<file path="src/usb_packet_pkg.sv">
package usb_packet_pkg;

    typedef logic [3:0]  bag_type_t;
    typedef logic [3:0]  dev_idx_t;
    typedef logic [3:0]  data_idx_t;
    typedef logic [15:0] conf_cmd_t;
    typedef logic [31:0] pkt_word_t;
    typedef logic [31:0] cfg_word_t;
    typedef logic [7:0]  pkt_byte_t;

    localparam bag_type_t BAG_INIT   = 4'h0;
    localparam bag_type_t BAG_ACK    = 4'h1;
    localparam bag_type_t BAG_NAK    = 4'h2;
    localparam bag_type_t BAG_STL    = 4'h3;
    localparam bag_type_t BAG_DIDX   = 4'h5;
    localparam bag_type_t BAG_DPARAM = 4'h6;
    localparam bag_type_t BAG_DDIDX  = 4'h7;
    localparam bag_type_t BAG_DLINK  = 4'h8;
    localparam bag_type_t BAG_DTYPE  = 4'h9;
    localparam bag_type_t BAG_DTEMP  = 4'hA;
    localparam bag_type_t BAG_DATA0  = 4'hD;
    localparam bag_type_t BAG_DATA1  = 4'hE;
    localparam bag_type_t BAG_ERROR  = 4'hF;

    localparam int PKT_BYTES = 5;

endpackage

</file>
<file path="src/bridge_regs_pkg.sv">
package bridge_regs_pkg;

    typedef logic [7:0]  apb_addr_t;
    typedef logic [31:0] apb_data_t;

    localparam apb_addr_t REG_CTRL   = 8'h00;
    localparam apb_addr_t REG_CFG    = 8'h04;
    localparam apb_addr_t REG_CONF   = 8'h08;
    localparam apb_addr_t REG_STATUS = 8'h0C;
    localparam apb_addr_t REG_RDATA  = 8'h10;

    // Bit positions inside STATUS
    localparam int STAT_READY    = 0;
    localparam int STAT_BUSY     = 1;
    localparam int STAT_PEND     = 2;
    localparam int STAT_TYPE_LSB = 8;
    localparam int STAT_DROP_LSB = 16;

endpackage

</file>
<file path="src/bag_if.sv">
interface bag_if;
    import usb_packet_pkg::*;

    logic      start;
    logic      done;
    bag_type_t btype;
    pkt_word_t data;

    // Four-phase handshake with btype and data held while start is high
    modport initiator (
        output start,
        output btype,
        output data,
        input  done
    );

    modport target (
        input  start,
        input  btype,
        input  data,
        output done
    );

endinterface

</file>
<file path="src/console_regs.sv">
module console_regs #(
    parameter int DROP_CNT_W = 8
) (
    input  logic                       clk,
    input  logic                       rst,
    input  logic                       psel,
    input  logic                       penable,
    input  logic                       pwrite,
    input  bridge_regs_pkg::apb_addr_t paddr,
    input  bridge_regs_pkg::apb_data_t pwdata,
    output bridge_regs_pkg::apb_data_t prdata,
    output logic                       pslverr,
    bag_if.initiator                   cs_send,
    bag_if.target                      cs_read,
    input  logic                       dev_ready,
    input  logic                       drop
);
    import bridge_regs_pkg::*;
    import usb_packet_pkg::*;

    dev_idx_t              dev_idx;
    data_idx_t             data_idx;
    conf_cmd_t             conf;
    bag_type_t             send_type;
    logic                  send_start;
    logic                  send_busy;
    bag_type_t             rd_type;
    pkt_word_t             rd_word;
    logic                  rd_pending;
    logic                  rd_done;
    logic [DROP_CNT_W-1:0] drop_cnt;
    logic                  access;
    logic                  wr_en;
    logic                  rd_en;
    logic                  addr_ok;
    apb_data_t             status;
    apb_data_t             rdata;

    assign access    = psel & penable;
    assign wr_en     = access & pwrite;
    assign rd_en     = access & ~pwrite;
    assign send_busy = send_start | cs_send.done;

    assign cs_send.start = send_start;
    assign cs_send.btype = send_type;
    assign cs_send.data  = cfg_word_t'({dev_idx, data_idx, conf, 8'h00});
    assign cs_read.done  = rd_done;

    always_comb begin
        status = '0;
        status[STAT_READY] = dev_ready;
        status[STAT_BUSY] = send_busy;
        status[STAT_PEND] = rd_pending;
        status[STAT_TYPE_LSB +: 4] = rd_type;
        status[STAT_DROP_LSB +: DROP_CNT_W] = drop_cnt;
        addr_ok = 1'b1;
        rdata = '0;
        case (paddr)
            REG_CTRL:   rdata[3:0] = send_type;
            REG_CFG:    rdata[7:0] = {data_idx, dev_idx};
            REG_CONF:   rdata[15:0] = conf;
            REG_STATUS: rdata = status;
            REG_RDATA:  rdata = rd_word;
            default:    addr_ok = 1'b0;
        endcase
    end

    assign prdata  = rdata;
    assign pslverr = access & (~addr_ok | (pwrite & (paddr == REG_CTRL) & send_busy));

    // A CTRL write while busy is refused and flagged through pslverr
    always_ff @(posedge clk or posedge rst) begin
        if (rst) begin
            dev_idx <= '0;
            data_idx <= '0;
            conf <= '0;
            send_type <= BAG_INIT;
            send_start <= 1'b0;
        end else begin
            if (send_start && cs_send.done) begin
                send_start <= 1'b0;
            end
            if (wr_en) begin
                case (paddr)
                    REG_CTRL: begin
                        if (!send_busy) begin
                            send_start <= 1'b1;
                            send_type <= pwdata[3:0];
                        end
                    end
                    REG_CFG: begin
                        dev_idx <= pwdata[3:0];
                        data_idx <= pwdata[7:4];
                    end
                    REG_CONF: conf <= pwdata[15:0];
                    default: ;
                endcase
            end
        end
    end

    // Done stays high until the host has read RDATA so a second packet waits upstream
    always_ff @(posedge clk or posedge rst) begin
        if (rst) begin
            rd_type <= BAG_INIT;
            rd_pending <= 1'b0;
            rd_done <= 1'b0;
            drop_cnt <= '0;
        end else begin
            if (cs_read.start && !rd_done) begin
                rd_type <= cs_read.btype;
                rd_pending <= 1'b1;
                rd_done <= 1'b1;
            end else if (rd_done && !cs_read.start && !rd_pending) begin
                rd_done <= 1'b0;
            end
            if (rd_en && (paddr == REG_RDATA)) begin
                rd_pending <= 1'b0;
            end
            if (drop && (drop_cnt != '1)) begin
                drop_cnt <= drop_cnt + 1'b1;
            end
        end
    end

    always_ff @(posedge clk) begin
        if (cs_read.start && !rd_done) begin
            rd_word <= cs_read.data;
        end
    end

endmodule

</file>
<file path="src/usb_branch.sv">
module usb_branch (
    input  logic     clk,
    input  logic     rst,
    bag_if.target    cs_send,
    bag_if.initiator cs_read,
    bag_if.initiator usb_send,
    bag_if.target    usb_read,
    output logic     dev_ready,
    output logic     drop
);
    import usb_packet_pkg::*;

    typedef enum logic [3:0] {
        ST_LINK_WAIT,
        ST_IDX_SEND,
        ST_TYPE_WAIT,
        ST_WAIT,
        ST_CMD,
        ST_SEND,
        ST_ROUTE,
        ST_CS_READ,
        ST_DROP
    } state_t;

    state_t    state;
    state_t    idle_state;
    bag_type_t send_type;
    cfg_word_t send_cfg;
    bag_type_t rd_type;
    pkt_word_t rd_word;
    bag_type_t tx_type;
    pkt_word_t tx_word;
    logic      link_flag;
    logic      type_flag;
    logic      cs_done;
    logic      cr_start;
    logic      us_start;
    logic      ur_done;
    logic      drop_q;
    logic      rd_new;
    logic      cmd_new;

    assign rd_new  = usb_read.start & ~ur_done;
    assign cmd_new = cs_send.start & ~cs_done;

    // Where to go after a drop depends on how far bring-up has got
    assign idle_state = !link_flag ? ST_LINK_WAIT : (!type_flag ? ST_TYPE_WAIT : ST_WAIT);

    assign cs_send.done   = cs_done;
    assign cs_read.start  = cr_start;
    assign cs_read.btype  = rd_type;
    assign cs_read.data   = rd_word;
    assign usb_send.start = us_start;
    assign usb_send.btype = tx_type;
    assign usb_send.data  = tx_word;
    assign usb_read.done  = ur_done;
    assign dev_ready      = link_flag & type_flag;
    assign drop           = drop_q;

    always_ff @(posedge clk or posedge rst) begin
        if (rst) begin
            state <= ST_LINK_WAIT;
            link_flag <= 1'b0;
            type_flag <= 1'b0;
            cs_done <= 1'b0;
            cr_start <= 1'b0;
            us_start <= 1'b0;
            ur_done <= 1'b0;
            drop_q <= 1'b0;
        end else begin
            drop_q <= 1'b0;
            // Both target sides release done once start has gone low
            if (cs_done && !cs_send.start) begin
                cs_done <= 1'b0;
            end
            if (ur_done && !usb_read.start) begin
                ur_done <= 1'b0;
            end
            case (state)
                ST_LINK_WAIT: begin
                    if (rd_new) begin
                        if (usb_read.btype == BAG_DLINK) begin
                            link_flag <= 1'b1;
                            ur_done <= 1'b1;
                            us_start <= 1'b1;
                            state <= ST_IDX_SEND;
                        end else begin
                            state <= ST_DROP;
                        end
                    end
                end
                ST_IDX_SEND: begin
                    if (us_start && usb_send.done) begin
                        us_start <= 1'b0;
                    end else if (!us_start && !usb_send.done) begin
                        state <= ST_TYPE_WAIT;
                    end
                end
                ST_TYPE_WAIT: begin
                    if (rd_new) begin
                        if (usb_read.btype == BAG_DTYPE) begin
                            type_flag <= 1'b1;
                            ur_done <= 1'b1;
                            state <= ST_WAIT;
                        end else begin
                            state <= ST_DROP;
                        end
                    end
                end
                ST_WAIT: begin
                    if (cmd_new) begin
                        state <= ST_CMD;
                    end else if (rd_new) begin
                        state <= ST_ROUTE;
                    end
                end
                ST_CMD: begin
                    if (send_type == BAG_DPARAM || send_type == BAG_DIDX) begin
                        us_start <= 1'b1;
                        state <= ST_SEND;
                    end else begin
                        cs_done <= 1'b1;
                        state <= ST_WAIT;
                    end
                end
                ST_SEND: begin
                    if (us_start && usb_send.done) begin
                        us_start <= 1'b0;
                    end else if (!us_start && !usb_send.done) begin
                        cs_done <= 1'b1;
                        state <= ST_WAIT;
                    end
                end
                ST_ROUTE: begin
                    if (rd_type == BAG_DTEMP || rd_type == BAG_DATA0 || rd_type == BAG_DATA1) begin
                        cr_start <= 1'b1;
                        state <= ST_CS_READ;
                    end else begin
                        state <= ST_DROP;
                    end
                end
                ST_CS_READ: begin
                    if (cr_start && cs_read.done) begin
                        cr_start <= 1'b0;
                    end else if (!cr_start && !cs_read.done) begin
                        ur_done <= 1'b1;
                        state <= ST_WAIT;
                    end
                end
                ST_DROP: begin
                    ur_done <= 1'b1;
                    drop_q <= 1'b1;
                    state <= idle_state;
                end
                default: state <= ST_LINK_WAIT;
            endcase
        end
    end

    // The config word packs device, data index and conf from bit 31 down
    always_ff @(posedge clk) begin
        if (cmd_new) begin
            send_type <= cs_send.btype;
            send_cfg <= cs_send.data;
        end
        if (rd_new) begin
            rd_type <= usb_read.btype;
            rd_word <= usb_read.data;
        end
        if (state == ST_LINK_WAIT) begin
            tx_type <= BAG_DDIDX;
            tx_word <= {cs_send.data[31:28], 28'h0};
        end else if (state == ST_CMD) begin
            tx_type <= send_type;
            if (send_type == BAG_DPARAM) begin
                tx_word <= {send_cfg[31:28], 4'h0, send_cfg[23:8], 8'h00};
            end else begin
                tx_word <= {send_cfg[31:8], 8'h00};
            end
        end
    end

endmodule

</file>
<file path="src/usb_pkt_tx.sv">
module usb_pkt_tx (
    input  logic                      clk,
    input  logic                      rst,
    bag_if.target                     usb_send,
    output usb_packet_pkg::pkt_byte_t tx_data,
    output logic                      tx_valid,
    input  logic                      tx_ready
);
    import usb_packet_pkg::*;

    localparam int CNT_W = $clog2(PKT_BYTES);
    localparam int SHIFT_W = PKT_BYTES * 8;

    logic [SHIFT_W-1:0] shift_q;
    logic [CNT_W-1:0]   cnt;
    logic               done_q;
    logic               load;
    logic               accept;

    assign load   = usb_send.start & ~done_q & ~tx_valid;
    assign accept = tx_valid & tx_ready;

    assign usb_send.done = done_q;
    assign tx_data = shift_q[SHIFT_W-1 -: 8];

    always_ff @(posedge clk or posedge rst) begin
        if (rst) begin
            tx_valid <= 1'b0;
            cnt <= '0;
            done_q <= 1'b0;
        end else begin
            if (load) begin
                tx_valid <= 1'b1;
                cnt <= '0;
            end else if (accept) begin
                cnt <= cnt + 1'b1;
                if (cnt == CNT_W'(PKT_BYTES - 1)) begin
                    tx_valid <= 1'b0;
                    done_q <= 1'b1;
                end
            end
            if (done_q && !usb_send.start) begin
                done_q <= 1'b0;
            end
        end
    end

    // Type byte goes first with its high nibble zero
    always_ff @(posedge clk) begin
        if (load) begin
            shift_q <= {4'h0, usb_send.btype, usb_send.data};
        end else if (accept) begin
            shift_q <= {shift_q[SHIFT_W-9:0], 8'h00};
        end
    end

endmodule

</file>
<file path="src/usb_pkt_rx.sv">
module usb_pkt_rx (
    input  logic                      clk,
    input  logic                      rst,
    bag_if.initiator                  usb_read,
    input  usb_packet_pkg::pkt_byte_t rx_data,
    input  logic                      rx_valid,
    output logic                      rx_ready
);
    import usb_packet_pkg::*;

    localparam int CNT_W = $clog2(PKT_BYTES);

    logic [CNT_W-1:0] cnt;
    logic             full_q;
    logic             start_q;
    bag_type_t        type_q;
    pkt_word_t        word_q;
    logic             take;

    // A complete packet holds the stream off until the handshake is over
    assign rx_ready = ~full_q;
    assign take     = rx_valid & rx_ready;

    assign usb_read.start = start_q;
    assign usb_read.btype = type_q;
    assign usb_read.data  = word_q;

    always_ff @(posedge clk or posedge rst) begin
        if (rst) begin
            cnt <= '0;
            full_q <= 1'b0;
            start_q <= 1'b0;
        end else begin
            if (take) begin
                if (cnt == CNT_W'(PKT_BYTES - 1)) begin
                    cnt <= '0;
                    full_q <= 1'b1;
                    start_q <= 1'b1;
                end else begin
                    cnt <= cnt + 1'b1;
                end
            end
            if (start_q && usb_read.done) begin
                start_q <= 1'b0;
            end
            if (full_q && !start_q && !usb_read.done) begin
                full_q <= 1'b0;
            end
        end
    end

    // Payload arrives most significant byte first
    always_ff @(posedge clk) begin
        if (take) begin
            if (cnt == '0) begin
                type_q <= rx_data[3:0];
            end else begin
                word_q <= {word_q[23:0], rx_data};
            end
        end
    end

endmodule

</file>
<file path="src/usb_console_bridge.sv">
module usb_console_bridge #(
    parameter int DROP_CNT_W = 8
) (
    input  logic                       clk,
    input  logic                       rst,
    input  logic                       psel,
    input  logic                       penable,
    input  logic                       pwrite,
    input  bridge_regs_pkg::apb_addr_t paddr,
    input  bridge_regs_pkg::apb_data_t pwdata,
    output bridge_regs_pkg::apb_data_t prdata,
    output logic                       pslverr,
    output usb_packet_pkg::pkt_byte_t  tx_data,
    output logic                       tx_valid,
    input  logic                       tx_ready,
    input  usb_packet_pkg::pkt_byte_t  rx_data,
    input  logic                       rx_valid,
    output logic                       rx_ready,
    output logic                       dev_ready
);

    logic drop;

    bag_if cs_send ();
    bag_if cs_read ();
    bag_if usb_send ();
    bag_if usb_read ();

    console_regs #(
        .DROP_CNT_W(DROP_CNT_W)
    ) console_regs_inst (
        .clk       (clk),
        .rst       (rst),
        .psel      (psel),
        .penable   (penable),
        .pwrite    (pwrite),
        .paddr     (paddr),
        .pwdata    (pwdata),
        .prdata    (prdata),
        .pslverr   (pslverr),
        .cs_send   (cs_send),
        .cs_read   (cs_read),
        .dev_ready (dev_ready),
        .drop      (drop)
    );

    usb_branch usb_branch_inst (
        .clk       (clk),
        .rst       (rst),
        .cs_send   (cs_send),
        .cs_read   (cs_read),
        .usb_send  (usb_send),
        .usb_read  (usb_read),
        .dev_ready (dev_ready),
        .drop      (drop)
    );

    usb_pkt_tx usb_pkt_tx_inst (
        .clk      (clk),
        .rst      (rst),
        .usb_send (usb_send),
        .tx_data  (tx_data),
        .tx_valid (tx_valid),
        .tx_ready (tx_ready)
    );

    usb_pkt_rx usb_pkt_rx_inst (
        .clk      (clk),
        .rst      (rst),
        .usb_read (usb_read),
        .rx_data  (rx_data),
        .rx_valid (rx_valid),
        .rx_ready (rx_ready)
    );

endmodule

</file>
<file path="config.mk">
export PLATFORM = sky130hd
export DESIGN_NAME = usb_console_bridge
export DESIGN_NICKNAME = d
export VERILOG_FILES = /design/src/usb_packet_pkg.sv /design/src/bridge_regs_pkg.sv /design/src/bag_if.sv /design/src/console_regs.sv /design/src/usb_branch.sv /design/src/usb_pkt_tx.sv /design/src/usb_pkt_rx.sv /design/src/usb_console_bridge.sv
export SDC_FILE = /design/constraint.sdc
export NUM_CORES = 1
export LEC_CHECK = 0
export BUFFER_PORTS_ARGS = -buffer_cell sky130_fd_sc_hd__buf_4
export CAP_MARGIN = 20
export CORE_ASPECT_RATIO = 1.4
export CORE_MARGIN = 2
export CORE_UTILIZATION = 49
export DETAILED_ROUTE_END_ITERATION = 6
export GPL_TIMING_DRIVEN = 0
export PLACE_DENSITY = 0.76
export SETUP_SLACK_MARGIN = 0.05
export SLEW_MARGIN = 20
export SYNTH_ARGS = -nofsm -noshare
export SYNTH_HDL_FRONTEND = slang
export SYNTH_HIERARCHICAL = 1
export SYNTH_SLANG_ARGS = --single-unit
</file>
<file path="constraint.sdc">
create_clock -name clk -period 6.42 [get_ports clk]
set_input_delay 0.642 -clock clk [delete_from_list [all_inputs] [get_ports clk]]
set_output_delay 0.642 -clock clk [all_outputs]
set_load 0.01 [all_outputs]
</file>
; ---- Word level (Yosys, flattened, before mapping)
; Index checks and enable logic that the tools add are counted.
; W data, S select, Z words.
[totals]
regBits = 272
input_bits = 55
elab_cells = 229
[classes]
bitwise_logic = 24
muxes = 71
n_reduce_logical = 59
n_eq_ne = 37
n_addsub = 3
[op_table]
columns = op, count
row1 = $mux W36, 2
row2 = $mux W32, 2
row3 = $mux W4, 14
row4 = $mux W1, 39
row5 = $pmux W4 S9, 1
row6 = $pmux W16 S2, 1
row7 = $mux W28, 1
row8 = $eq A4 B3 Y1 const B, 6
row9 = $eq A4 B4 Y1 const B, 6
row10 = $pmux W8 S3, 1
row11 = $reduce_bool A2 Y1, 12
row12 = $ne A2 B1 Y1 const B, 10
row13 = $pmux W4 S5, 1
row14 = $eq A8 B4 Y1 const B, 2
row15 = $logic_and A1 B1 Y1, 16
row16 = $reduce_and A3 Y1, 5
row17 = $reduce_and A2 Y1, 7
row18 = $and A1 B1 Y1, 13
row19 = $mux W3, 4
row20 = $pmux W4 S3, 1
row21 = $not A1 Y1, 9
row22 = $reduce_and A9 Y1, 1
row23 = $add A8 B1 Y8 const B, 1
row24 = $eq A4 B2 Y1 const B, 2
row25 = 21 further kinds, 37

; ---- Logic depth before layout (Yosys ltp)
; Gate-level depths: netlist of run 1.
[logic_depth]
depth_word = 6
mapped_depth = 8
depth_no_buf = 6

; ---- By module
; The synthesis of run 1 kept the hierarchy.
[by_module_without_submodules]
columns = module, seq_area_each_um2, n_inst, area_each_um2, cells_each
row1 = usb_branch, 2797.7, 1, 3774.9, 264
row2 = console_regs, 2037.0, 1, 3495.9, 255
row3 = usb_pkt_tx, 1286.2, 1, 2050.7, 123
row4 = usb_pkt_rx, 1206.2, 1, 1337.5, 63

; ---- Worst setup path after synthesis of run 1
; No wires, ideal clock.
[synth_path]
path_type = register to register
from = register usb_pkt_rx_inst.start_q (netlist: usb_pkt_rx_inst/usb_read.start)
to = register usb_branch_inst.state[0]
setup_time_ps = 126
synth_period_minus_slack_ps = 3031
arrival_ps = 2904
path_slack_ps = 3389
stages_incl_launch_ff = 4
path_buffers = 0
required_time_ps = 6294
cell_sequence = dfrtp_1 -> nor2b_1 -> o41ai_2 -> o32a_1
[synth_between]
elab_chain_len = 3
elab_cells_between_ends = 5
[synth_lines]
columns = item, line
row1 = start: declaration, usb_pkt_rx.sv:15  ; logic start_q;
row2 = start signal: assignment, usb_pkt_rx.sv:32  ; start_q <= 1'b0;
row3 = start signal: assignment, usb_pkt_rx.sv:38  ; start_q <= 1'b1;
row4 = start signal: assignment, usb_pkt_rx.sv:44  ; start_q <= 1'b0;
row5 = $and A1 B1 Y1 (*), usb_branch.sv:43  ; assign rd_new = usb_read.start & ~ur_done;
row6 = net usb_branch_inst.rd_new, usb_branch.sv:40  ; logic rd_new;
row7 = $ne A3 B1 Y1 (no line) / $ne A2 B1 Y1 (equally long branches), --
row8 = $reduce_and A9 Y1 (no line) (*), --
row9 = end signal: assignment, usb_branch.sv:153  ; state <= idle_state;
row10 = end: declaration, usb_branch.sv:25  ; state_t state;
; The timed path passes the listed nets; every way through them passes the cells marked *.
; A chain may end at the register's enable or synchronous reset.

; ---- Worst setup path in the final report of run 1
[layout_path]
from = input paddr[7]
to = output prdata[19]
[layout_between]
elab_chain_len = 2
elab_cells_between_ends = 3
[layout_lines]
columns = item, line
row1 = start: declaration, usb_console_bridge.sv:9  ; input bridge_regs_pkg::apb_addr_t paddr,
row2 = $eq A8 B5 Y1 / $eq A8 B4 Y1 (equally long branches), console_regs.sv:58  ; case (paddr)
row3 = $pmux W16 S2 (*), console_regs.sv:58
row4 = end: declaration, usb_console_bridge.sv:11  ; output bridge_regs_pkg::apb_data_t prdata,
; Mark *: on every way between the ends. The rest lies on a longest branch, timed or not.

==> impl_metrics.prom, run 1 <==
# TYPE chip_impl_metric gauge
chip_impl_info{name="outcome",value="finished clean"} 1
chip_impl_metric{name="fin_worst_skew",unit="ns"} 0.0204
chip_impl_metric{name="n_fill_cell",unit=""} 1583
chip_impl_metric{name="design.portCount",unit=""} 99
chip_impl_metric{name="buffer_ports.inserted",unit=""} 80
chip_impl_metric{name="data_arrival_critical_path",unit="ns"} 2.65
chip_impl_info{name="worst_setup_path_start_kind",value="input port"} 1
chip_impl_info{name="setup_repair_after_global_routing_missed_its_margin",value="false"} 1
chip_impl_info{name="setup.worst_path.start",value="paddr[7]"} 1
chip_impl_metric{name="setup_violations",unit=""} 0
chip_impl_metric{name="drtPass1Iterations",unit=""} 5
chip_impl_metric{name="vias",unit=""} 5911
chip_impl_metric{name="clock_sinks",unit=""} 264
chip_impl_info{name="slowest_stage",value="sky130_fd_sc_hd__or4_4"} 1
chip_impl_metric{name="grt_overflow_total",unit=""} 0
chip_impl_metric{name="number_of_diodes_added_for_antenna_fixing",unit=""} 0
chip_impl_info{name="regToRegStartpoint",value="usb_branch_inst/cs_send.done"} 1
chip_impl_metric{name="netlist_instances",unit=""} 696
chip_impl_metric{name="detail_route.wl_per_cell",unit="um"} 18.9
chip_impl_metric{name="fin_hold_ws",unit="ns"} 0.0686
chip_impl_info{name="cpMostUsedCell",value="sky130_fd_sc_hd__buf_4"} 1
chip_impl_info{name="timing.critical_path.cells",value="buf_4 -> or4_4 -> buf_6 -> nor3_1 -> clkbuf_1 -> a32o_1 -> buf_4"} 1
chip_impl_metric{name="hpwl",unit="um"} 14700
chip_impl_metric{name="routed_via_count_divided_by_cell_count",unit=""} 5.40
chip_impl_info{name="worst-setup-path-type",value="in -> out"} 1
chip_impl_metric{name="worstSkewPairLatency",unit="ns"} 0.52
chip_impl_info{name="endpoint_kind",value="output port"} 1
chip_impl_metric{name="final_area",unit="mm^2"} 0.0125
chip_impl_metric{name="floorplan.core_area",unit="mm^2"} 0.0212
chip_impl_metric{name="postCtsHoldBufs",unit=""} 0
chip_impl_metric{name="critPathMaxStageDelay",unit="ns"} 0.53
chip_impl_metric{name="place_worst_setup_slack",unit="ns"} 3.13
chip_impl_metric{name="wirelength",unit="um"} 20700
chip_impl_metric{name="rows",unit=""} 63
chip_impl_metric{name="dieArea",unit="mm^2"} 0.0228
chip_impl_metric{name="vdd_drop_max",unit="mV"} 0.269
chip_impl_metric{name="finalWorstSetupSlack",unit="ns"} 3.13
chip_impl_metric{name="antenna_found_initial",unit=""} 0
chip_impl_metric{name="total_power_divided_by_cell_area",unit="mW/mm^2"} 390
chip_impl_metric{name="critical_path.n_buffers_inverters",unit=""} 4
chip_impl_metric{name="final.period_utilization",unit=""} 0.512
chip_impl_metric{name="drc_errors",unit=""} 0
chip_impl_metric{name="slew-limit-headroom",unit=""} 0.387
chip_impl_info{name="holdCritPathClass",value="in -> async"} 1
chip_impl_metric{name="slew_of_the_pin_with_the_lowest_slew_margin",unit="ns"} 0.907
chip_impl_metric{name="cap_violations",unit=""} 0
chip_impl_metric{name="finalMaxSlewViolations",unit=""} 0
chip_impl_metric{name="cts-resized-gates",unit=""} 0
chip_impl_metric{name="cellLeakagePower",unit="nW"} 4.89
chip_impl_metric{name="maximum_number_of_pins_on_one_net_before_global_route_repair",unit=""} 35
chip_impl_metric{name="cts_buffers",unit=""} 25
chip_impl_metric{name="syn-cell-area",unit="mm^2"} 0.0106
chip_impl_metric{name="max_clock_freq",unit="GHz"} 0.304
chip_impl_metric{name="drt.antenna.violating_nets",unit=""} 0
chip_impl_metric{name="first_global_vias",unit=""} 5967
chip_impl_metric{name="h-tree-depth",unit=""} 1
chip_impl_metric{name="place.gp.congestion",unit=""} 0.845
chip_impl_info{name="cts.root.buffer_cell",value="sky130_fd_sc_hd__clkbuf_16"} 1
chip_impl_metric{name="dpl_cell_area",unit="mm^2"} 0.0117
chip_impl_metric{name="design.final.nets",unit=""} 876
chip_impl_metric{name="postCtsSetupRepairBufs",unit=""} 0
chip_impl_metric{name="power.total",unit="W"} 0.00488
chip_impl_metric{name="fin_tns_setup",unit="ns"} 0
chip_impl_metric{name="grt_pass1_wl",unit="um"} 32300
chip_impl_metric{name="die_x",unit="um"} 128
chip_impl_metric{name="groute.usage.overall",unit=""} 0.183
chip_impl_metric{name="clock_path_buffers",unit=""} 3
chip_impl_metric{name="worst-endpoint-required",unit="ns"} 5.78
chip_impl_metric{name="path_max_fanout",unit=""} 10
chip_impl_metric{name="synthesis_warnings",unit=""} 6
chip_impl_metric{name="drtIter0Drc",unit=""} 454
chip_impl_metric{name="hold_violations",unit=""} 0
chip_impl_info{name="tritoncts",value="yes"} 1
chip_impl_metric{name="post_route_cells_drive_above_1_share",unit=""} 0.308
chip_impl_metric{name="syn2layout_area_growth",unit="%"} 17.9
chip_impl_metric{name="start_util",unit=""} 0.500
chip_impl_info{name="cp_top_family",value="simple AND/OR/NAND/NOR gates"} 1
chip_impl_metric{name="syn-mean-instance-area",unit="um^2"} 15.2
chip_impl_metric{name="clkSlewWorstSetupHoldPaths",unit="ns"} 0.06
chip_impl_metric{name="final_period_minus_worst_setup_slack",unit="ns"} 3.29
chip_impl_metric{name="chipHeight",unit="um"} 178
## metrics by stage
stage               utilization  cells
floorplan                     -    703
global placement          0.545   1043
finish                    0.589   1095
CTS                       0.588   1094
global route              0.589   1095
detailed placement        0.551   1048
## placed cells by master, fill, tap and decap left out, types with 19 or more instances in the layout
cell,n
sky130_fd_sc_hd__nand2_1,53
sky130_fd_sc_hd__clkbuf_16,25
sky130_fd_sc_hd__dfrtp_1,64
sky130_fd_sc_hd__and2_1,20
sky130_fd_sc_hd__mux2_4,32
sky130_fd_sc_hd__a21oi_1,24
sky130_fd_sc_hd__nor2_1,21
sky130_fd_sc_hd__edfxtp_1,172
sky130_fd_sc_hd__buf_4,97
sky130_fd_sc_hd__a22o_1,21
sky130_fd_sc_hd__mux2_2,36
sky130_fd_sc_hd__clkbuf_1,19
sky130_fd_sc_hd__dfxtp_1,28
## worst paths after layout
kind	cells after the start	slack, ns	end
hold reg to reg	0	0.42	console_regs_inst/rd_word[22]
hold / removal	2	0.07	usb_pkt_tx_inst/usb_send.done
setup / recovery	7	3.13	prdata[19]
max in group asynchronous	3	5.85	console_regs_inst/conf[12]
setup reg to reg	3	4.51	console_regs_inst/cs_send.btype[0]
min in group clk	1	0.31	usb_pkt_rx_inst/usb_read.data[1]
## metal layers
layer	share of wire	track usage	wire (um)
met2	0.52	0.331	10900
met4	0.027	0.0582	559
met5	0	0	0
met1	0.40	0.224	8230
met3	0.050	0.0306	1040
## cell type report
type,count,area [um^2],area share
tap,260,325,0.0260
multi-input combinational,369,2880,0.231
clock inverter,12,114,0.00911
clock buffer,34,679,0.0544
buffer,48,344,0.0275
sequential,264,7330,0.586
timing repair buffer,86,736,0.0589
inverter,22,87.6,0.00701
## report_power, final
group          internal, W  switching (W)  leakage (nW)
clock             0.000823       0.000597         0.390
combinational     0.000432       0.000498          1.79
sequential         0.00233       0.000198          2.71
## sequential cells by signal (all words and copies together) (netlist names), 8 cells and up
register	count
console_regs_inst/conf	16
console_regs_inst/drop_cnt	8
console_regs_inst/rd_word	32
usb_branch_inst/cs_read.data	32
usb_branch_inst/send_cfg	24
usb_branch_inst/usb_send.data	24
usb_pkt_rx_inst/usb_read.data	32
usb_pkt_tx_inst/shift_q	40
Power figures use the tool's default switching activity.
==> inputs of run 2 (changes only) <==
- PLACE_DENSITY: 0.76 -> 0.78
- clock period: 6.42 -> 2.9 ns (I/O delays scaled with it)
==> impl_metrics.prom, run 2 (synthesized netlist as in run 1, its figures left out) <==
# TYPE chip_impl_metric gauge
chip_impl_metric{name="vias",unit=""} 5917
chip_impl_metric{name="design.final.nets",unit=""} 888
chip_impl_metric{name="cellLeakagePower",unit="nW"} 4.94
chip_impl_info{name="cpMostUsedCell",value="sky130_fd_sc_hd__buf_4"} 1
chip_impl_metric{name="hold_violations",unit=""} 0
chip_impl_metric{name="max_clock_freq",unit="GHz"} 0.385
chip_impl_metric{name="groute.layer.met3.usage",unit=""} 0.0294
chip_impl_metric{name="die_x",unit="um"} 128
chip_impl_metric{name="place.gp.congestion",unit=""} 0.855
chip_impl_metric{name="clkSlewWorstSetupHoldPaths",unit="ns"} 0.06
chip_impl_metric{name="setup.reg_to_reg.worst_slack",unit="ns"} 1.03
chip_impl_metric{name="drt.antenna.violating_nets",unit=""} 0
chip_impl_metric{name="hpwl",unit="um"} 14800
chip_impl_info{name="worst-setup-path-type",value="in -> out"} 1
chip_impl_metric{name="design.portCount",unit=""} 99
chip_impl_info{name="cp_top_family",value="simple AND/OR/NAND/NOR gates"} 1
chip_impl_metric{name="grt_overflow_total",unit=""} 0
chip_impl_metric{name="clock_path_buffers",unit=""} 3
chip_impl_metric{name="cts-resized-gates",unit=""} 0
chip_impl_metric{name="fin_hold_ws",unit="ns"} 0.0157
chip_impl_metric{name="post_layout_nonfiller_instances",unit=""} 1106
chip_impl_metric{name="setup_violations",unit=""} 0
chip_impl_metric{name="rows",unit=""} 63
chip_impl_info{name="cts.root.buffer_cell",value="sky130_fd_sc_hd__clkbuf_16"} 1
chip_impl_metric{name="clockPowerShare",unit=""} 0.290
chip_impl_metric{name="intPower",unit="W"} 0.00797
chip_impl_metric{name="groute.layer.met1.usage",unit=""} 0.226
chip_impl_metric{name="detail_route.wl_per_cell",unit="um"} 18.5
chip_impl_metric{name="routed_via_count_divided_by_cell_count",unit=""} 5.35
chip_impl_metric{name="maximum_number_of_pins_on_one_net_before_global_route_repair",unit=""} 35
chip_impl_metric{name="total_power_divided_by_cell_area",unit="mW/mm^2"} 855
chip_impl_metric{name="first_global_vias",unit=""} 5994
chip_impl_metric{name="number_of_diodes_added_for_antenna_fixing",unit=""} 0
chip_impl_metric{name="vdd_drop_max",unit="mV"} 0.908
chip_impl_metric{name="critical_path.n_buffers_inverters",unit=""} 4
chip_impl_info{name="holdCritPathClass",value="in -> reg"} 1
chip_impl_metric{name="power.switching",unit="W"} 0.00282
chip_impl_metric{name="worst-endpoint-required",unit="ns"} 2.61
chip_impl_metric{name="drtPass1Iterations",unit=""} 4
chip_impl_metric{name="postCtsSetupRepairBufs",unit=""} 0
chip_impl_metric{name="dieArea",unit="mm^2"} 0.0228
chip_impl_metric{name="groute.layer.met2.usage",unit=""} 0.321
chip_impl_metric{name="post_route_cells_drive_above_1_share",unit=""} 0.299
chip_impl_metric{name="worstSkewPairLatency",unit="ns"} 0.51
chip_impl_metric{name="largest_register_ffs",unit=""} 40
chip_impl_metric{name="utilization",unit=""} 0.596
chip_impl_metric{name="path_max_fanout",unit=""} 10
chip_impl_metric{name="buffer_ports.inserted",unit=""} 80
chip_impl_metric{name="fin_worst_skew",unit="ns"} 0.0171
chip_impl_metric{name="h-tree-depth",unit=""} 1
chip_impl_metric{name="slew_of_the_pin_with_the_lowest_slew_margin",unit="ns"} 0.888
chip_impl_metric{name="cts_buffers",unit=""} 24
chip_impl_metric{name="antenna_found_initial",unit=""} 0
chip_impl_info{name="layout_common_cells",value="172 x sky130_fd_sc_hd__edfxtp_1, 97 x sky130_fd_sc_hd__buf_4, 64 x sky130_fd_sc_hd__dfrtp_1"} 1
chip_impl_metric{name="comb_power_share",unit=""} 0.191
chip_impl_metric{name="data_arrival_critical_path",unit="ns"} 2.31
chip_impl_metric{name="wirelength",unit="um"} 20500
chip_impl_metric{name="slew-limit-headroom",unit=""} 0.404
chip_impl_metric{name="floorplan.core_area",unit="mm^2"} 0.0212
chip_impl_info{name="tritoncts",value="yes"} 1
chip_impl_metric{name="dp.cells",unit=""} 1048
chip_impl_metric{name="clock_sinks",unit=""} 264
chip_impl_metric{name="chipHeight",unit="um"} 178
chip_impl_metric{name="final.period_utilization",unit=""} 0.895
chip_impl_metric{name="final_period_minus_worst_setup_slack",unit="ns"} 2.60
chip_impl_info{name="slowest_stage",value="sky130_fd_sc_hd__or4_4"} 1
chip_impl_info{name="top_register",value="usb_pkt_tx_inst/shift_q"} 1
chip_impl_info{name="endpoint_kind",value="output port"} 1
chip_impl_metric{name="groute.usage.overall",unit=""} 0.183
chip_impl_metric{name="syn2layout_area_growth",unit="%"} 19.2
chip_impl_info{name="setup_repair_after_global_routing_missed_its_margin",value="false"} 1
chip_impl_metric{name="grt_pass1_wl",unit="um"} 32100
chip_impl_metric{name="start_util",unit=""} 0.500
chip_impl_info{name="worst_setup_path_start_kind",value="input port"} 1
chip_impl_info{name="layer_with_the_highest_usage_after_global_routing",value="met2"} 1
chip_impl_metric{name="netSwitchingFraction",unit=""} 0.262
chip_impl_metric{name="fin_tns_setup",unit="ns"} 0
chip_impl_metric{name="drc_errors",unit=""} 0
chip_impl_metric{name="critPathMaxStageDelay",unit="ns"} 0.53
chip_impl_info{name="outcome",value="finished clean"} 1
chip_impl_metric{name="drtIter0Drc",unit=""} 445
chip_impl_metric{name="cap_violations",unit=""} 0
chip_impl_metric{name="power.total",unit="W"} 0.0108
chip_impl_info{name="timing.critical_path.cells",value="buf_4 -> or4_4 -> buf_6 -> nor3_1 -> clkbuf_1 -> a32o_1 -> buf_4"} 1
chip_impl_metric{name="finalMaxSlewViolations",unit=""} 0
chip_impl_info{name="commonest_non_fill_non_tap_cell_in_the_layout",value="sky130_fd_sc_hd__edfxtp_1"} 1
chip_impl_metric{name="seq_power_share",unit=""} 0.519
-- run 2: changes by cell type in the layout (fill, tap and decap cells not counted), sizes merged --
cell / previous run / this run
inv: 21 / 20
clkbuf: 47 / 44
clkinvlp: 1 / 2
clkinv: 10 / 11
dlygate4sd3: 0 / 13
buf: 121 / 120
bufinv: 2 / 3
-- run 2: final timing paths --
| path | from | end | cells after the start |
|---|---|---|---|
| min in group asynchronous | rst | usb_pkt_tx_inst/usb_send.done | 3 |
| max reg2reg | usb_branch_inst/state[1] | usb_branch_inst/usb_send.data[17] | 8 |
| max in group asynchronous | rst | console_regs_inst/conf[10] | 4 |
| max | paddr[7] | prdata[19] | 7 |
| min | pwdata[13] | console_regs_inst/conf[13] | 2 |
| min reg2reg | usb_branch_inst/cs_read.data[29] | console_regs_inst/rd_word[29] | 0 |
-- run 2: routing by layer --
layer | up-vias | part of all wire
li1 | 2830 | -
met1 | 2903 | 0.40
met2 | 145 | 0.52
met3 | 39 | 0.045
met4 | 0 | 0.036
met5 | - | 0
-- run 2: repair_timing --
action	CTS	global route
endpoints found under the hold margin	44	2
endpoints found under the setup margin	0	0
hold buffers	11	2
-- run 2: cell type report --
class,count,area (um^2)
Sequential cell,264,7330
Clock inverter,14,146
Timing Repair Buffer,99,871
Fill cell,1564,8580
Buffer,48,344
Multi-Input combinational cell,369,2880
Inverter,22,87.6
Clock buffer,30,644
Tap cell,260,325
-- run 2: metrics by stage --
stage                     area [um^2]  setup WS [ns]
after floorplan                 10600          0.240
after global placement          11500         -0.376
after detailed placement        11700          0.293
after CTS                       12600          0.294
after global routing            12600          0.186
final                           12600          0.303
-- run 2: power by group through the flow --
| stage | combinational (W) | sequential [W] | clock, W |
|---|---|---|---|
| 3_3_place_gp | 0.00185 | 0.00566 | 0 |
| 4_1_cts | 0.00204 | 0.00561 | 0.00322 |
| 3_5_place_dp | 0.00202 | 0.00568 | 0 |
| 5_1_grt | 0.00226 | 0.00569 | 0.00336 |
| 2_1_floorplan | 0.00142 | 0.00551 | 0 |
| 6_report | 0.00206 | 0.00560 | 0.00313 |
==> inputs of run 3 (changes only) <==
- PLACE_DENSITY: 0.78 -> 0.76
- clock period: 2.9 -> 2.8 ns (I/O delays scaled with it)
==> impl_metrics.prom, run 3 (synthesized netlist as in run 1, its figures left out) <==
# TYPE chip_impl_metric gauge
chip_impl_info{name="outcome",value="finished clean"} 1
chip_impl_metric{name="buffer_ports.inserted",unit=""} 80
chip_impl_info{name="regToRegStartpoint",value="usb_branch_inst/cs_send.done"} 1
chip_impl_metric{name="hold_violations",unit=""} 0
chip_impl_metric{name="start_util",unit=""} 0.500
chip_impl_metric{name="place_worst_setup_slack",unit="ns"} 0.220
chip_impl_metric{name="final.period_utilization",unit=""} 0.918
chip_impl_info{name="cpMostUsedCell",value="sky130_fd_sc_hd__buf_4"} 1
chip_impl_metric{name="antenna_found_initial",unit=""} 0
chip_impl_metric{name="maximum_number_of_pins_on_one_net_before_global_route_repair",unit=""} 35
chip_impl_metric{name="drtPass1Iterations",unit=""} 5
chip_impl_metric{name="grt_pass1_wl",unit="um"} 32900
chip_impl_metric{name="design.portCount",unit=""} 99
chip_impl_metric{name="syn2layout_area_growth",unit="%"} 19.3
chip_impl_metric{name="sequential_cell_area",unit="mm^2"} 0.00733
chip_impl_info{name="r2r_end",value="usb_branch_inst/send_cfg[15]"} 1
chip_impl_info{name="timing.critical_path.cells",value="buf_4 -> or4_4 -> buf_6 -> nor3_1 -> clkbuf_1 -> a32o_1 -> buf_4"} 1
chip_impl_metric{name="finalWorstSetupSlack",unit="ns"} 0.229
chip_impl_info{name="setup_repair_after_global_routing_missed_its_margin",value="false"} 1
chip_impl_metric{name="drtIter0Drc",unit=""} 402
chip_impl_metric{name="setup.reg_to_reg.worst_slack",unit="ns"} 0.79
chip_impl_metric{name="wirelength",unit="um"} 20900
chip_impl_info{name="worst_hold_launch",value="pwdata[2]"} 1
chip_impl_metric{name="setup_violations",unit=""} 0
chip_impl_metric{name="postCtsHoldBufs",unit=""} 18
chip_impl_metric{name="drc_errors",unit=""} 0
chip_impl_metric{name="slew_of_the_pin_with_the_lowest_slew_margin",unit="ns"} 1.00
chip_impl_metric{name="vdd_drop_max",unit="mV"} 0.668
chip_impl_metric{name="critPathMaxStageDelay",unit="ns"} 0.52
chip_impl_metric{name="clock_sinks",unit=""} 264
chip_impl_metric{name="data_arrival_critical_path",unit="ns"} 2.29
chip_impl_info{name="cp_top_family",value="simple AND/OR/NAND/NOR gates"} 1
chip_impl_metric{name="max_clock_freq",unit="GHz"} 0.389
chip_impl_metric{name="floorplan.core_area",unit="mm^2"} 0.0212
chip_impl_info{name="slowest_stage",value="sky130_fd_sc_hd__or4_4"} 1
chip_impl_metric{name="path_max_fanout",unit=""} 10
chip_impl_metric{name="fin_hold_ws",unit="ns"} 0.0186
chip_impl_info{name="endpoint_kind",value="output port"} 1
chip_impl_metric{name="grt_overflow_total",unit=""} 0
chip_impl_metric{name="ff2ff_path_depth",unit=""} 2
chip_impl_metric{name="n_fill_cell",unit=""} 1561
chip_impl_info{name="min_to",value="console_regs_inst/dev_idx[2]"} 1
chip_impl_metric{name="cts-resized-gates",unit=""} 0
chip_impl_metric{name="number_of_diodes_added_for_antenna_fixing",unit=""} 0
chip_impl_metric{name="first_global_vias",unit=""} 6061
chip_impl_metric{name="total_power_divided_by_cell_area",unit="mW/mm^2"} 883
chip_impl_metric{name="detail_route.wl_per_cell",unit="um"} 18.8
chip_impl_metric{name="rows",unit=""} 63
chip_impl_metric{name="cap_violations",unit=""} 0
chip_impl_metric{name="final_period_minus_worst_setup_slack",unit="ns"} 2.57
chip_impl_metric{name="vias",unit=""} 5970
chip_impl_metric{name="cellLeakagePower",unit="nW"} 4.94
chip_impl_info{name="holdCritPathClass",value="in -> reg"} 1
chip_impl_info{name="worst_setup_path_start_kind",value="input port"} 1
chip_impl_metric{name="groute.usage.overall",unit=""} 0.186
chip_impl_metric{name="finalMaxSlewViolations",unit=""} 0
chip_impl_info{name="layout_common_cells",value="172 x sky130_fd_sc_hd__edfxtp_1, 97 x sky130_fd_sc_hd__buf_4, 64 x sky130_fd_sc_hd__dfrtp_1"} 1
chip_impl_metric{name="die_x",unit="um"} 128
chip_impl_metric{name="hpwl",unit="um"} 14700
chip_impl_info{name="worst-setup-path-type",value="in -> out"} 1
chip_impl_metric{name="slew-limit-headroom",unit=""} 0.327
chip_impl_metric{name="fin_worst_skew",unit="ns"} 0.00965
chip_impl_info{name="cts.root.buffer_cell",value="sky130_fd_sc_hd__clkbuf_16"} 1
chip_impl_metric{name="h-tree-depth",unit=""} 1
chip_impl_metric{name="largest_register_ffs",unit=""} 40
chip_impl_info{name="commonest_non_fill_non_tap_cell_in_the_layout",value="sky130_fd_sc_hd__edfxtp_1"} 1
chip_impl_metric{name="utilization",unit=""} 0.596
chip_impl_info{name="top_register",value="usb_pkt_tx_inst/shift_q"} 1
chip_impl_metric{name="whs_path_depth",unit=""} 2
chip_impl_metric{name="post_route_cells_drive_above_1_share",unit=""} 0.300
chip_impl_metric{name="place.gp.congestion",unit=""} 0.851
chip_impl_metric{name="clock_path_buffers",unit=""} 3
chip_impl_metric{name="power.total",unit="W"} 0.0112
chip_impl_metric{name="worstSkewPairLatency",unit="ns"} 0.52
chip_impl_info{name="tritoncts",value="yes"} 1
chip_impl_metric{name="worst-endpoint-required",unit="ns"} 2.52
chip_impl_metric{name="chipHeight",unit="um"} 178
chip_impl_metric{name="clkSlewWorstSetupHoldPaths",unit="ns"} 0.06
chip_impl_metric{name="design.final.nets",unit=""} 892
chip_impl_metric{name="cts_buffers",unit=""} 24
chip_impl_metric{name="routed_via_count_divided_by_cell_count",unit=""} 5.38
chip_impl_metric{name="postCtsSetupRepairBufs",unit=""} 0
chip_impl_metric{name="critical_path.n_buffers_inverters",unit=""} 4
chip_impl_metric{name="dieArea",unit="mm^2"} 0.0228
chip_impl_metric{name="drt.antenna.violating_nets",unit=""} 0
chip_impl_metric{name="multiInputGateArea",unit="mm^2"} 0.00288
run 3: layout make-up:
type,count,share of cell area
plain buffers,48,0.0272
clock buffers,33,0.0534
clock inverters,11,0.00900
inverters,22,0.00693
multi-input cells,369,0.228
flip-flops and latches,264,0.579
well taps,260,0.0257
repair buffers,103,0.0703
run 3: power by group:
group | total (W) | internal [W] | switching [W] | leakage (nW)
Sequential | 0.00581 | 0.00535 | 0.000463 | 2.71
Combinational | 0.00210 | 0.000963 | 0.00113 | 1.86
Clock | 0.00326 | 0.00188 | 0.00138 | 0.377
run 3: metal layers:
metal | wire (um) | GRT usage | share of wire | vias up
met1 | 8390 | 0.231 | 0.40 | 2930
met2 | 10900 | 0.330 | 0.52 | 163
li1 | - | - | - | 2835
met5 | 0 | 0 | 0 | -
met4 | 581 | 0.0623 | 0.028 | 0
met3 | 1040 | 0.0324 | 0.050 | 42
run 3: metrics by stage:
step                      area, um^2  instances  setup TNS [ns]
after global placement         11500       1043          -15.98
final                          12600       1110               0
after detailed placement       11700       1048               0
after CTS                      12600       1110               0
after floorplan                10600        703               0
after global routing           12600       1110               0
run 3: worst max path at each step:
stage	start	to	slack (ns)	depth (start not counted)
detailed placement	paddr[7]	prdata[21]	0.22	7
floorplan	usb_pkt_rx_inst/cnt[0]	usb_pkt_rx_inst/usb_read.data[0]	0.14	3
global placement	usb_pkt_rx_inst/cnt[0]	usb_pkt_rx_inst/usb_read.data[28]	-0.50	3
finish	paddr[7]	prdata[17]	0.23	7
CTS	paddr[7]	prdata[21]	0.22	7
global route	paddr[7]	prdata[20]	0.09	7
